File: src/ahbl_pkg.sv
// AHB-Lite protocol definitions
// Transfer types, codes and the request and response structs shared by
// every module that sits on the bus
package ahbl_pkg;

    typedef logic [31:0] haddr_t;
    typedef logic [31:0] hdata_t;
    typedef logic [1:0]  htrans_t;
    typedef logic [2:0]  hsize_t;

    localparam htrans_t HTRANS_IDLE   = 2'b00;
    localparam htrans_t HTRANS_NONSEQ = 2'b10;

    // Address phase as driven by the master
    typedef struct packed {
        haddr_t  haddr;
        logic    hwrite;
        htrans_t htrans;
        hsize_t  hsize;
    } ahbl_req_t;

    // Decoder to slave, address phase plus write data
    typedef struct packed {
        logic    hsel;
        logic    hready;     // Bus hready, formed by the decoder
        haddr_t  haddr;
        logic    hwrite;
        htrans_t htrans;
        hsize_t  hsize;
        hdata_t  hwdata;
    } ahbl_slv_req_t;

    typedef struct packed {
        logic   hready_resp;
        logic   hresp;
        hdata_t hrdata;
    } ahbl_rsp_t;

endpackage

File: src/sys_pkg.sv
// Subsystem definitions
// Address map defaults, the SRAM macro port and the offsets of the
// system control registers
package sys_pkg;

    // Top address byte selects the region
    typedef logic [7:0] region_t;

    localparam region_t SRAM_BASE_DEF = 8'h20;
    localparam region_t REGS_BASE_DEF = 8'h27;

    // 2048 words of 32 bits
    localparam int SRAM_AW = 11;

    typedef logic [SRAM_AW-1:0] sram_addr_t;

    // Inputs of the single-port macro
    typedef struct packed {
        logic        en;     // Chip select, active high
        logic        r_wb;   // 1 read, 0 write
        sram_addr_t  addr;
        logic [31:0] wdata;
        logic [31:0] ben;    // Bit enables, active high
    } sram_port_t;

    // Register offsets within the register region
    localparam logic [7:0] REG_VREF   = 8'h00;
    localparam logic [7:0] REG_IRQ_EN = 8'h04;
    localparam logic [7:0] REG_CFG    = 8'h08;
    localparam logic [7:0] REG_STATUS = 8'h0C;

endpackage

File: src/ahbl_decoder.sv
// AHB-Lite address decoder
// Routes each transfer by its top address byte to the SRAM or the
// register block, returns the owning slave's response and answers
// unmapped addresses with the two-cycle error response
`timescale 1ns/1ps

module ahbl_decoder #(
    parameter sys_pkg::region_t SRAM_BASE = sys_pkg::SRAM_BASE_DEF,
    parameter sys_pkg::region_t REGS_BASE = sys_pkg::REGS_BASE_DEF
) (
    input  logic                    clk,
    input  logic                    rst,
    input  ahbl_pkg::ahbl_req_t     req,
    input  ahbl_pkg::hdata_t        hwdata,
    output ahbl_pkg::ahbl_rsp_t     rsp,
    output ahbl_pkg::ahbl_slv_req_t sram_req,
    input  ahbl_pkg::ahbl_rsp_t     sram_rsp,
    output ahbl_pkg::ahbl_slv_req_t regs_req,
    input  ahbl_pkg::ahbl_rsp_t     regs_rsp
);
    import ahbl_pkg::*;
    import sys_pkg::*;

    typedef enum logic [1:0] {ST_IDLE, ST_ERR1, ST_ERR2} err_state_t;

    err_state_t state;
    err_state_t state_d;
    region_t    region;
    logic       hit_sram;
    logic       hit_regs;
    logic       hready;
    logic       accept;
    logic       dp_sram;   // SRAM owns the data phase
    logic       dp_regs;   // Registers own the data phase

    assign region   = req.haddr[31:24];
    assign hit_sram = (region == SRAM_BASE);
    assign hit_regs = (region == REGS_BASE);
    assign hready   = rsp.hready_resp;
    assign accept   = hready && (req.htrans == HTRANS_NONSEQ);

    // Same address phase to both slaves, only hsel differs
    always_comb begin
        sram_req = '{hsel: hit_sram, hready: hready, haddr: req.haddr, hwrite: req.hwrite,
                     htrans: req.htrans, hsize: req.hsize, hwdata: hwdata};
        regs_req      = sram_req;
        regs_req.hsel = hit_regs;
    end

    always_ff @(posedge clk) begin
        if (rst) begin
            dp_sram <= 1'b0;
            dp_regs <= 1'b0;
        end else if (hready) begin
            dp_sram <= accept && hit_sram;
            dp_regs <= accept && hit_regs;
        end
    end

    // Error response for addresses outside both regions
    always_comb begin
        state_d = ST_IDLE;
        if (state == ST_ERR1) begin
            state_d = ST_ERR2;
        end else if (accept && !hit_sram && !hit_regs) begin
            state_d = ST_ERR1;
        end
    end

    always_ff @(posedge clk) begin
        if (rst) begin
            state <= ST_IDLE;
        end else begin
            state <= state_d;
        end
    end

    always_comb begin
        rsp = '{hready_resp: 1'b1, hresp: 1'b0, hrdata: '0};  // Idle bus
        if (dp_sram) begin
            rsp = sram_rsp;
        end else if (dp_regs) begin
            rsp = regs_rsp;
        end else if (state == ST_ERR1) begin
            rsp.hready_resp = 1'b0;
            rsp.hresp       = 1'b1;
        end else if (state == ST_ERR2) begin
            rsp.hresp = 1'b1;
        end
    end

    // At most one owner of the data phase, a slave or the error response
    a_one_owner: assert property (@(posedge clk) disable iff (rst)
        $onehot0({dp_sram, dp_regs, state != ST_IDLE}));

endmodule

File: src/sram_ahbl_ctrl.sv
// AHB-Lite controller for a synchronous single-port SRAM macro
// Reads go to the macro in the address phase, writes in the data phase
// with bit enables from the byte lanes. A read that meets a pending
// write is held for one cycle
`timescale 1ns/1ps

module sram_ahbl_ctrl (
    input  logic                    clk,
    input  logic                    rst,
    input  ahbl_pkg::ahbl_slv_req_t bus,
    output ahbl_pkg::ahbl_rsp_t     rsp,
    output sys_pkg::sram_port_t     sram,
    input  ahbl_pkg::hdata_t        sram_rdata
);
    import ahbl_pkg::*;
    import sys_pkg::*;

    logic       accept;
    logic       wr_pend;   // Write data phase, macro write this cycle
    logic       rd_defer;  // Read held behind a write, issued now
    logic       rd_issue;
    sram_addr_t addr_q;
    hsize_t     size_q;
    logic [1:0] lane_q;
    logic [3:0] byte_en;

    // Byte lanes touched by a transfer of the given size and alignment
    function automatic logic [3:0] lane_mask(input hsize_t size, input logic [1:0] lane);
        logic [3:0] mask;
        case (size)
            3'd0:    mask = 4'b0001 << lane;
            3'd1:    mask = lane[1] ? 4'b1100 : 4'b0011;
            default: mask = 4'b1111;
        endcase
        return mask;
    endfunction

    assign accept   = bus.hsel && bus.hready && (bus.htrans == HTRANS_NONSEQ);
    assign rd_issue = rd_defer || (accept && !bus.hwrite && !wr_pend);
    assign byte_en  = lane_mask(size_q, lane_q);

    always_ff @(posedge clk) begin
        if (rst) begin
            wr_pend  <= 1'b0;
            rd_defer <= 1'b0;
        end else begin
            if (bus.hready) begin
                wr_pend <= accept && bus.hwrite;
            end
            rd_defer <= accept && !bus.hwrite && wr_pend;  // Port busy with the write
        end
    end

    // Address phase kept for the write and for a held read
    always_ff @(posedge clk) begin
        if (accept) begin
            addr_q <= bus.haddr[SRAM_AW+1:2];
            size_q <= bus.hsize;
            lane_q <= bus.haddr[1:0];
        end
    end

    always_comb begin
        sram.en    = wr_pend || rd_issue;
        sram.r_wb  = !wr_pend;
        sram.addr  = (wr_pend || rd_defer) ? addr_q : bus.haddr[SRAM_AW+1:2];
        sram.wdata = bus.hwdata;  // Master already places bytes on their lanes
        sram.ben   = {{8{byte_en[3]}}, {8{byte_en[2]}}, {8{byte_en[1]}}, {8{byte_en[0]}}};
    end

    // Macro output is registered, so it lines up with the data phase
    assign rsp = '{hready_resp: !rd_defer, hresp: 1'b0, hrdata: sram_rdata};

    a_no_rw_clash: assert property (@(posedge clk) disable iff (rst)
        !(wr_pend && rd_issue));

endmodule

File: src/sys_ctrl_regs.sv
// System control registers on AHB-Lite
// Holds the vref controls, the user interrupt enables and the serial
// config, all readable back, plus a status word with mgmt_select
`timescale 1ns/1ps

module sys_ctrl_regs (
    input  logic                    clk,
    input  logic                    rst,
    input  ahbl_pkg::ahbl_slv_req_t bus,
    output ahbl_pkg::ahbl_rsp_t     rsp,
    output logic                    vref_e_vrefgen_en,
    output logic                    vref_w_vrefgen_en,
    output logic [4:0]              vref_e_ref_sel,
    output logic [4:0]              vref_w_ref_sel,
    output logic [15:0]             user_irqs_enable,
    output logic                    user_ahb_enable,
    output logic [5:0]              sio_cfg,
    input  logic                    mgmt_select
);
    import ahbl_pkg::*;
    import sys_pkg::*;

    logic        accept;
    logic        wr_q;      // Data phase is a write
    logic [7:0]  off_q;
    logic [11:0] vref_q;
    logic [15:0] irq_en_q;
    logic [6:0]  cfg_q;
    hdata_t      rdata;

    assign accept = bus.hsel && bus.hready && (bus.htrans == HTRANS_NONSEQ);

    always_ff @(posedge clk) begin
        if (rst) begin
            wr_q <= 1'b0;
        end else if (bus.hready) begin
            wr_q <= accept && bus.hwrite;
        end
    end

    always_ff @(posedge clk) begin
        if (accept) begin
            off_q <= bus.haddr[7:0];
        end
    end

    // Write data arrives in the data phase
    always_ff @(posedge clk) begin
        if (rst) begin
            vref_q   <= '0;
            irq_en_q <= '0;
            cfg_q    <= '0;
        end else if (wr_q) begin
            case (off_q)
                REG_VREF:   vref_q   <= bus.hwdata[11:0];
                REG_IRQ_EN: irq_en_q <= bus.hwdata[15:0];
                REG_CFG:    cfg_q    <= bus.hwdata[6:0];
                default:    ;  // Status is read only
            endcase
        end
    end

    assign vref_e_vrefgen_en = vref_q[0];
    assign vref_w_vrefgen_en = vref_q[1];
    assign vref_e_ref_sel    = vref_q[6:2];
    assign vref_w_ref_sel    = vref_q[11:7];
    assign user_irqs_enable  = irq_en_q;
    assign user_ahb_enable   = cfg_q[0];
    assign sio_cfg           = cfg_q[6:1];

    always_comb begin
        rdata = '0;  // Unknown offsets read zero
        case (off_q)
            REG_VREF:   rdata = {20'd0, vref_q};
            REG_IRQ_EN: rdata = {16'd0, irq_en_q};
            REG_CFG:    rdata = {25'd0, cfg_q};
            REG_STATUS: rdata = {31'd0, mgmt_select};
            default:    rdata = '0;
        endcase
    end

    assign rsp = '{hready_resp: 1'b1, hresp: 1'b0, hrdata: rdata};

    // Every accepted transfer ends next cycle without error
    a_no_error: assert property (@(posedge clk) disable iff (rst)
        accept |=> (rsp.hready_resp && !rsp.hresp));

endmodule

File: src/ahbl_subsys.sv
// AHB-Lite subsystem top level
// One master port, an address decoder, the SRAM controller for the
// external macro and the system control registers
`timescale 1ns/1ps

module ahbl_subsys #(
    parameter sys_pkg::region_t SRAM_BASE = sys_pkg::SRAM_BASE_DEF,
    parameter sys_pkg::region_t REGS_BASE = sys_pkg::REGS_BASE_DEF
) (
    input  logic                clk,
    input  logic                rst,
    input  ahbl_pkg::ahbl_req_t req,
    input  ahbl_pkg::hdata_t    hwdata,
    output ahbl_pkg::ahbl_rsp_t rsp,
    output sys_pkg::sram_port_t sram_o,
    input  ahbl_pkg::hdata_t    sram_rdata,
    output logic                vref_e_vrefgen_en,
    output logic                vref_w_vrefgen_en,
    output logic [4:0]          vref_e_ref_sel,
    output logic [4:0]          vref_w_ref_sel,
    output logic [15:0]         user_irqs_enable,
    output logic                user_ahb_enable,
    output logic [5:0]          sio_cfg,
    input  logic                mgmt_select
);
    import ahbl_pkg::*;

    ahbl_slv_req_t sram_req;
    ahbl_slv_req_t regs_req;
    ahbl_rsp_t     sram_rsp;
    ahbl_rsp_t     regs_rsp;

    ahbl_decoder #(
        .SRAM_BASE (SRAM_BASE),
        .REGS_BASE (REGS_BASE)
    ) decoder_u (
        .clk      (clk),
        .rst      (rst),
        .req      (req),
        .hwdata   (hwdata),
        .rsp      (rsp),
        .sram_req (sram_req),
        .sram_rsp (sram_rsp),
        .regs_req (regs_req),
        .regs_rsp (regs_rsp)
    );

    sram_ahbl_ctrl sram_ctrl_u (
        .clk        (clk),
        .rst        (rst),
        .bus        (sram_req),
        .rsp        (sram_rsp),
        .sram       (sram_o),
        .sram_rdata (sram_rdata)
    );

    sys_ctrl_regs sys_regs_u (
        .clk               (clk),
        .rst               (rst),
        .bus               (regs_req),
        .rsp               (regs_rsp),
        .vref_e_vrefgen_en (vref_e_vrefgen_en),
        .vref_w_vrefgen_en (vref_w_vrefgen_en),
        .vref_e_ref_sel    (vref_e_ref_sel),
        .vref_w_ref_sel    (vref_w_ref_sel),
        .user_irqs_enable  (user_irqs_enable),
        .user_ahb_enable   (user_ahb_enable),
        .sio_cfg           (sio_cfg),
        .mgmt_select       (mgmt_select)
    );

endmodule

File: config.mk
export PLATFORM = sky130hd
export DESIGN_NAME = ahbl_subsys
export DESIGN_NICKNAME = d
export VERILOG_FILES = /design/src/ahbl_pkg.sv /design/src/sys_pkg.sv /design/src/ahbl_decoder.sv /design/src/sram_ahbl_ctrl.sv /design/src/sys_ctrl_regs.sv /design/src/ahbl_subsys.sv
export SDC_FILE = /design/constraint.sdc
export NUM_CORES = 1
export LEC_CHECK = 0
export ABC_AREA = 1
export BUFFER_PORTS_ARGS = -buffer_cell sky130_fd_sc_hd__buf_2
export CORE_MARGIN = 3
export CORE_UTILIZATION = 42
export DETAILED_ROUTE_END_ITERATION = 10
export MAX_ROUTING_LAYER = met4
export PLACE_DENSITY_LB_ADDON = 0.2
export SLEW_MARGIN = 20
export SYNTH_ARGS = -nofsm -noshare
export SYNTH_HDL_FRONTEND = slang
export SYNTH_SLANG_ARGS = --single-unit
File: constraint.sdc
create_clock -name clk -period 2.2 [get_ports clk]
set_input_delay 0.44 -clock clk [delete_from_list [all_inputs] [get_ports clk]]
set_output_delay 0.44 -clock clk [all_outputs]
set_load 0.02 [all_outputs]
==> impl_metrics.csv <==
group,metric,value,unit
timing,tightest_slew,0.5831,ns
clock_network,h-tree-depth,3,
route,drc_errors,0,
route,first_pass_iters,4,
timing,holdWs,0.2644,ns
clock_network,cts_sinks,66,
clock_network,cts_inserted_buffers,9,
global_route,grt_pass1_vias,3357,
yosys,synthDistinctLibCells,28,
route,vias,3519,
run_status,violations,"negative setup slack",
timing,setup-tns-final,-1.279,ns
timing,hold_violations,0,
cells_and_area,drive_above_1_share,46.43,%
yosys,synth_area,3716,sq um
global_route,track_usage,21.37,%
route,drt-total-wl,10460,um
floorplanning,die_y,100.1,um
run_status,status,"finished, violations left",
yosys,ys_seq_area_share,42.02,%
worst_hold_path,whs_path_depth,1,
yosys,syn-instance-count,481,
critical_path,r2r_cells,9,
timing,drv_slew,0,
worst_hold_path,hold_end,"sram_ctrl_u.size_q[1]",
clock_network,hold_buffers,0,
place,port_buffers,207,
yosys,ys_warn_count,0,
global_route,grt_max_degree,37,
clock_network,root_buffer,"clkbuf_8",
cells_and_area,final_common_cell,"buf_2",
worst_hold_path,min_from,"req[1]",
timing,setup-violations-final,12,
cells_and_area,area_growth,31.28,%
critical_path,reg2reg_from,"sys_regs_u.off_q[4]",
route,viasPerCell,4.692,
critical_path,regToRegEndpoint,"sys_regs_u.user_irqs_enable[2]",
floorplanning,rows,33,
place,dp.cells,727,
timing,fmax,0.4300,GHz
timing,max_slew_margin,60.71,%
critical_path,r2r_setup_slack,0.44,ns
route,drtIter0Drc,172,
critical_path,worst_setup_path_start_kind,"register",
power_and_ir_drop,vdd_drop_max,0.3185,mV
run,max_cap_viol_count,0,
timing,fin_crit,2.326,ns
yosys,avgSynthCellArea,7.726,sq um
critical_path,cp.required,1.76,ns
route,wl_per_cell,13.95,um
global_route,grt_pass1_wl,16370,um
yosys,ys_ff_latch,66,
floorplanning,core,8423,sq um
place,gp_congestion,0.7859,
clock_network,cts_buffer_depth,2,
floorplanning,dieArea,10010,sq um
timing,rsz0062_at_grt,"true",
critical_path,path_max_fanout,12,
timing,final.setup_skew,0.007774,ns
cells_and_area,layout_common_cells,"193 x buf_2, 80 x nor2_1, 68 x nand2_1",
global_route,grt-ovfl-total,0,
floorplanning,die_x,100.1,um
floorplanning,pin_count,251,
place,dp_hpwl,8140,um
worst_hold_path,hold_path_class,"input port to register",
clock_network,cts_tree,"built",
power_and_ir_drop,power_density,575.6,nW/um^2
clock_network,clkLatencyLatePin,0.34,ns
cells_and_area,layoutNonFillerInstCount,750,
critical_path,critPathCaptureType,"output pin",
route,ant_nets,0,
critical_path,crit_arrival,1.89,ns
timing,final.setup.worst_slack,-0.1258,ns
clock_network,clk_pin_slew,0.08,ns
critical_path,path_class,"register to output pin",
floorplanning,initial_core_util,44.12,%
cells_and_area,final_nets,745,
timing,min_period_over_period,105.7,%
global_route,antenna_found_initial,1,
yosys,syn-num-nets,587,
power_and_ir_drop,power.leakage,2.550,nW
[state kept, by name (all words and copies together) (netlist names), 2 cells and up]
signal                       flops
sys_regs_u.cfg_q                 7
sram_ctrl_u.lane_q               2
sram_ctrl_u.size_q               3
sram_ctrl_u.addr_q              11
decoder_u.state                  2
sys_regs_u.user_irqs_enable     16
sys_regs_u.off_q                 8
sys_regs_u.vref_q               12
[worst max path at each step]
stage                                      from         end
after floorplan           sram_ctrl_u.lane_q[0]  sram_o[17]
after global routing        sys_regs_u.off_q[5]      rsp[0]
after detailed placement    sys_regs_u.off_q[5]     rsp[11]
after CTS                   sys_regs_u.off_q[6]     rsp[11]
after global placement      sys_regs_u.off_q[4]     rsp[11]
final                       sys_regs_u.off_q[4]      rsp[0]
[critical path, stage by stage, from the launching register on]
cell	delay, ns
edfxtp_1	0.42
inv_2	0.07
nand2_2	0.06
nor2_4	0.19
buf_6	0.14
nand2_4	0.05
nand2_2	0.06
nor2_2	0.04
nor2_4	0.09
buf_12	0.16
nand2_1	0.06
nand2_1	0.07
buf_6	0.12
[synthesized netlist by cell type]
cell type / number / area [sq um]
nand3b_1: 1 / 7.510
buf_2: 5 / 25.02
ha_1: 1 / 12.51
edfxtp_1: 24 / 720.7
nor2_4: 6 / 67.56
o21ai_1: 1 / 5.000
nand3_2: 1 / 10.01
o22ai_1: 1 / 6.260
inv_2: 4 / 15.01
dfxtp_1: 42 / 840.8
nor3_1: 1 / 5.000
nand3_1: 26 / 130.1
nand2_2: 15 / 93.84
nor2_1: 80 / 300.3
buf_6: 2 / 22.52
a21oi_1: 8 / 40.04
nor2_2: 1 / 6.260
buf_4: 62 / 465.5
inv_1: 45 / 168.9
nand2_4: 3 / 33.78
nor2_8: 1 / 20.02
nand4_1: 1 / 6.260
nand2_1: 80 / 300.3
o21ai_2: 1 / 8.760
mux2_2: 11 / 123.9
o21ai_0: 48 / 240.2
clkbuf_1: 9 / 33.78
or2_1: 1 / 6.260
[metal layers]
metal	GRT usage [%]	up-vias	wire length [um]
met1	24.04	1578	3987
met5	-	-	0
met4	9.223	0	178
met2	37.30	153	5513
met3	3.683	20	780
li1	-	1768	-
[final cells by class]
cell class | instances | area [sq um]
multi-input cells | 288 | 1461
fillers | 811 | 3545
inverters | 49 | 183.9
well taps | 105 | 131.4
clock inverters | 7 | 141.4
diodes | 1 | 2.502
flip-flops and latches | 66 | 1563
clock buffers | 9 | 123.9
repair buffers | 225 | 1271
[cells by family after synthesis]
logic type	count (synthesis)	synth area share (%)
DFF	66	42.02
and+or+nand+nor	217	26.57
buffers and inverters	127	19.66
AOI/OAI and AO/OA	59	8.081
adders and majority gates	1	0.3366
muxes	11	3.333
[power by group]
part           total, mW  switching (mW)  internal, mW
registers           1.26        0.000532          1.26
logic              0.194           0.107        0.0865
clock network       1.35           0.483         0.867
[through the flow]
stage	power (mW)	utilization, %	setup WS (ns)	instance area [sq um]
after CTS	2.825	56.71	-0.1719	4777
final	2.808	57.92	-0.1258	4878
after detailed placement	1.485	52.70	0.1512	4439
after global routing	2.901	57.92	-0.2664	4878
after global placement	1.481	52.70	0.1746	4439
after floorplan	1.432	-	0.1803	3716
[what timing repair did]
action / 4_1_cts / 5_1_grt
setup endpoints to repair: 17 / 19
pin swaps: 1 / 2
setup buffers: 4 / 2
resized for setup: 16 / 33
No activity file was read; power rests on OpenSTA's default activity.
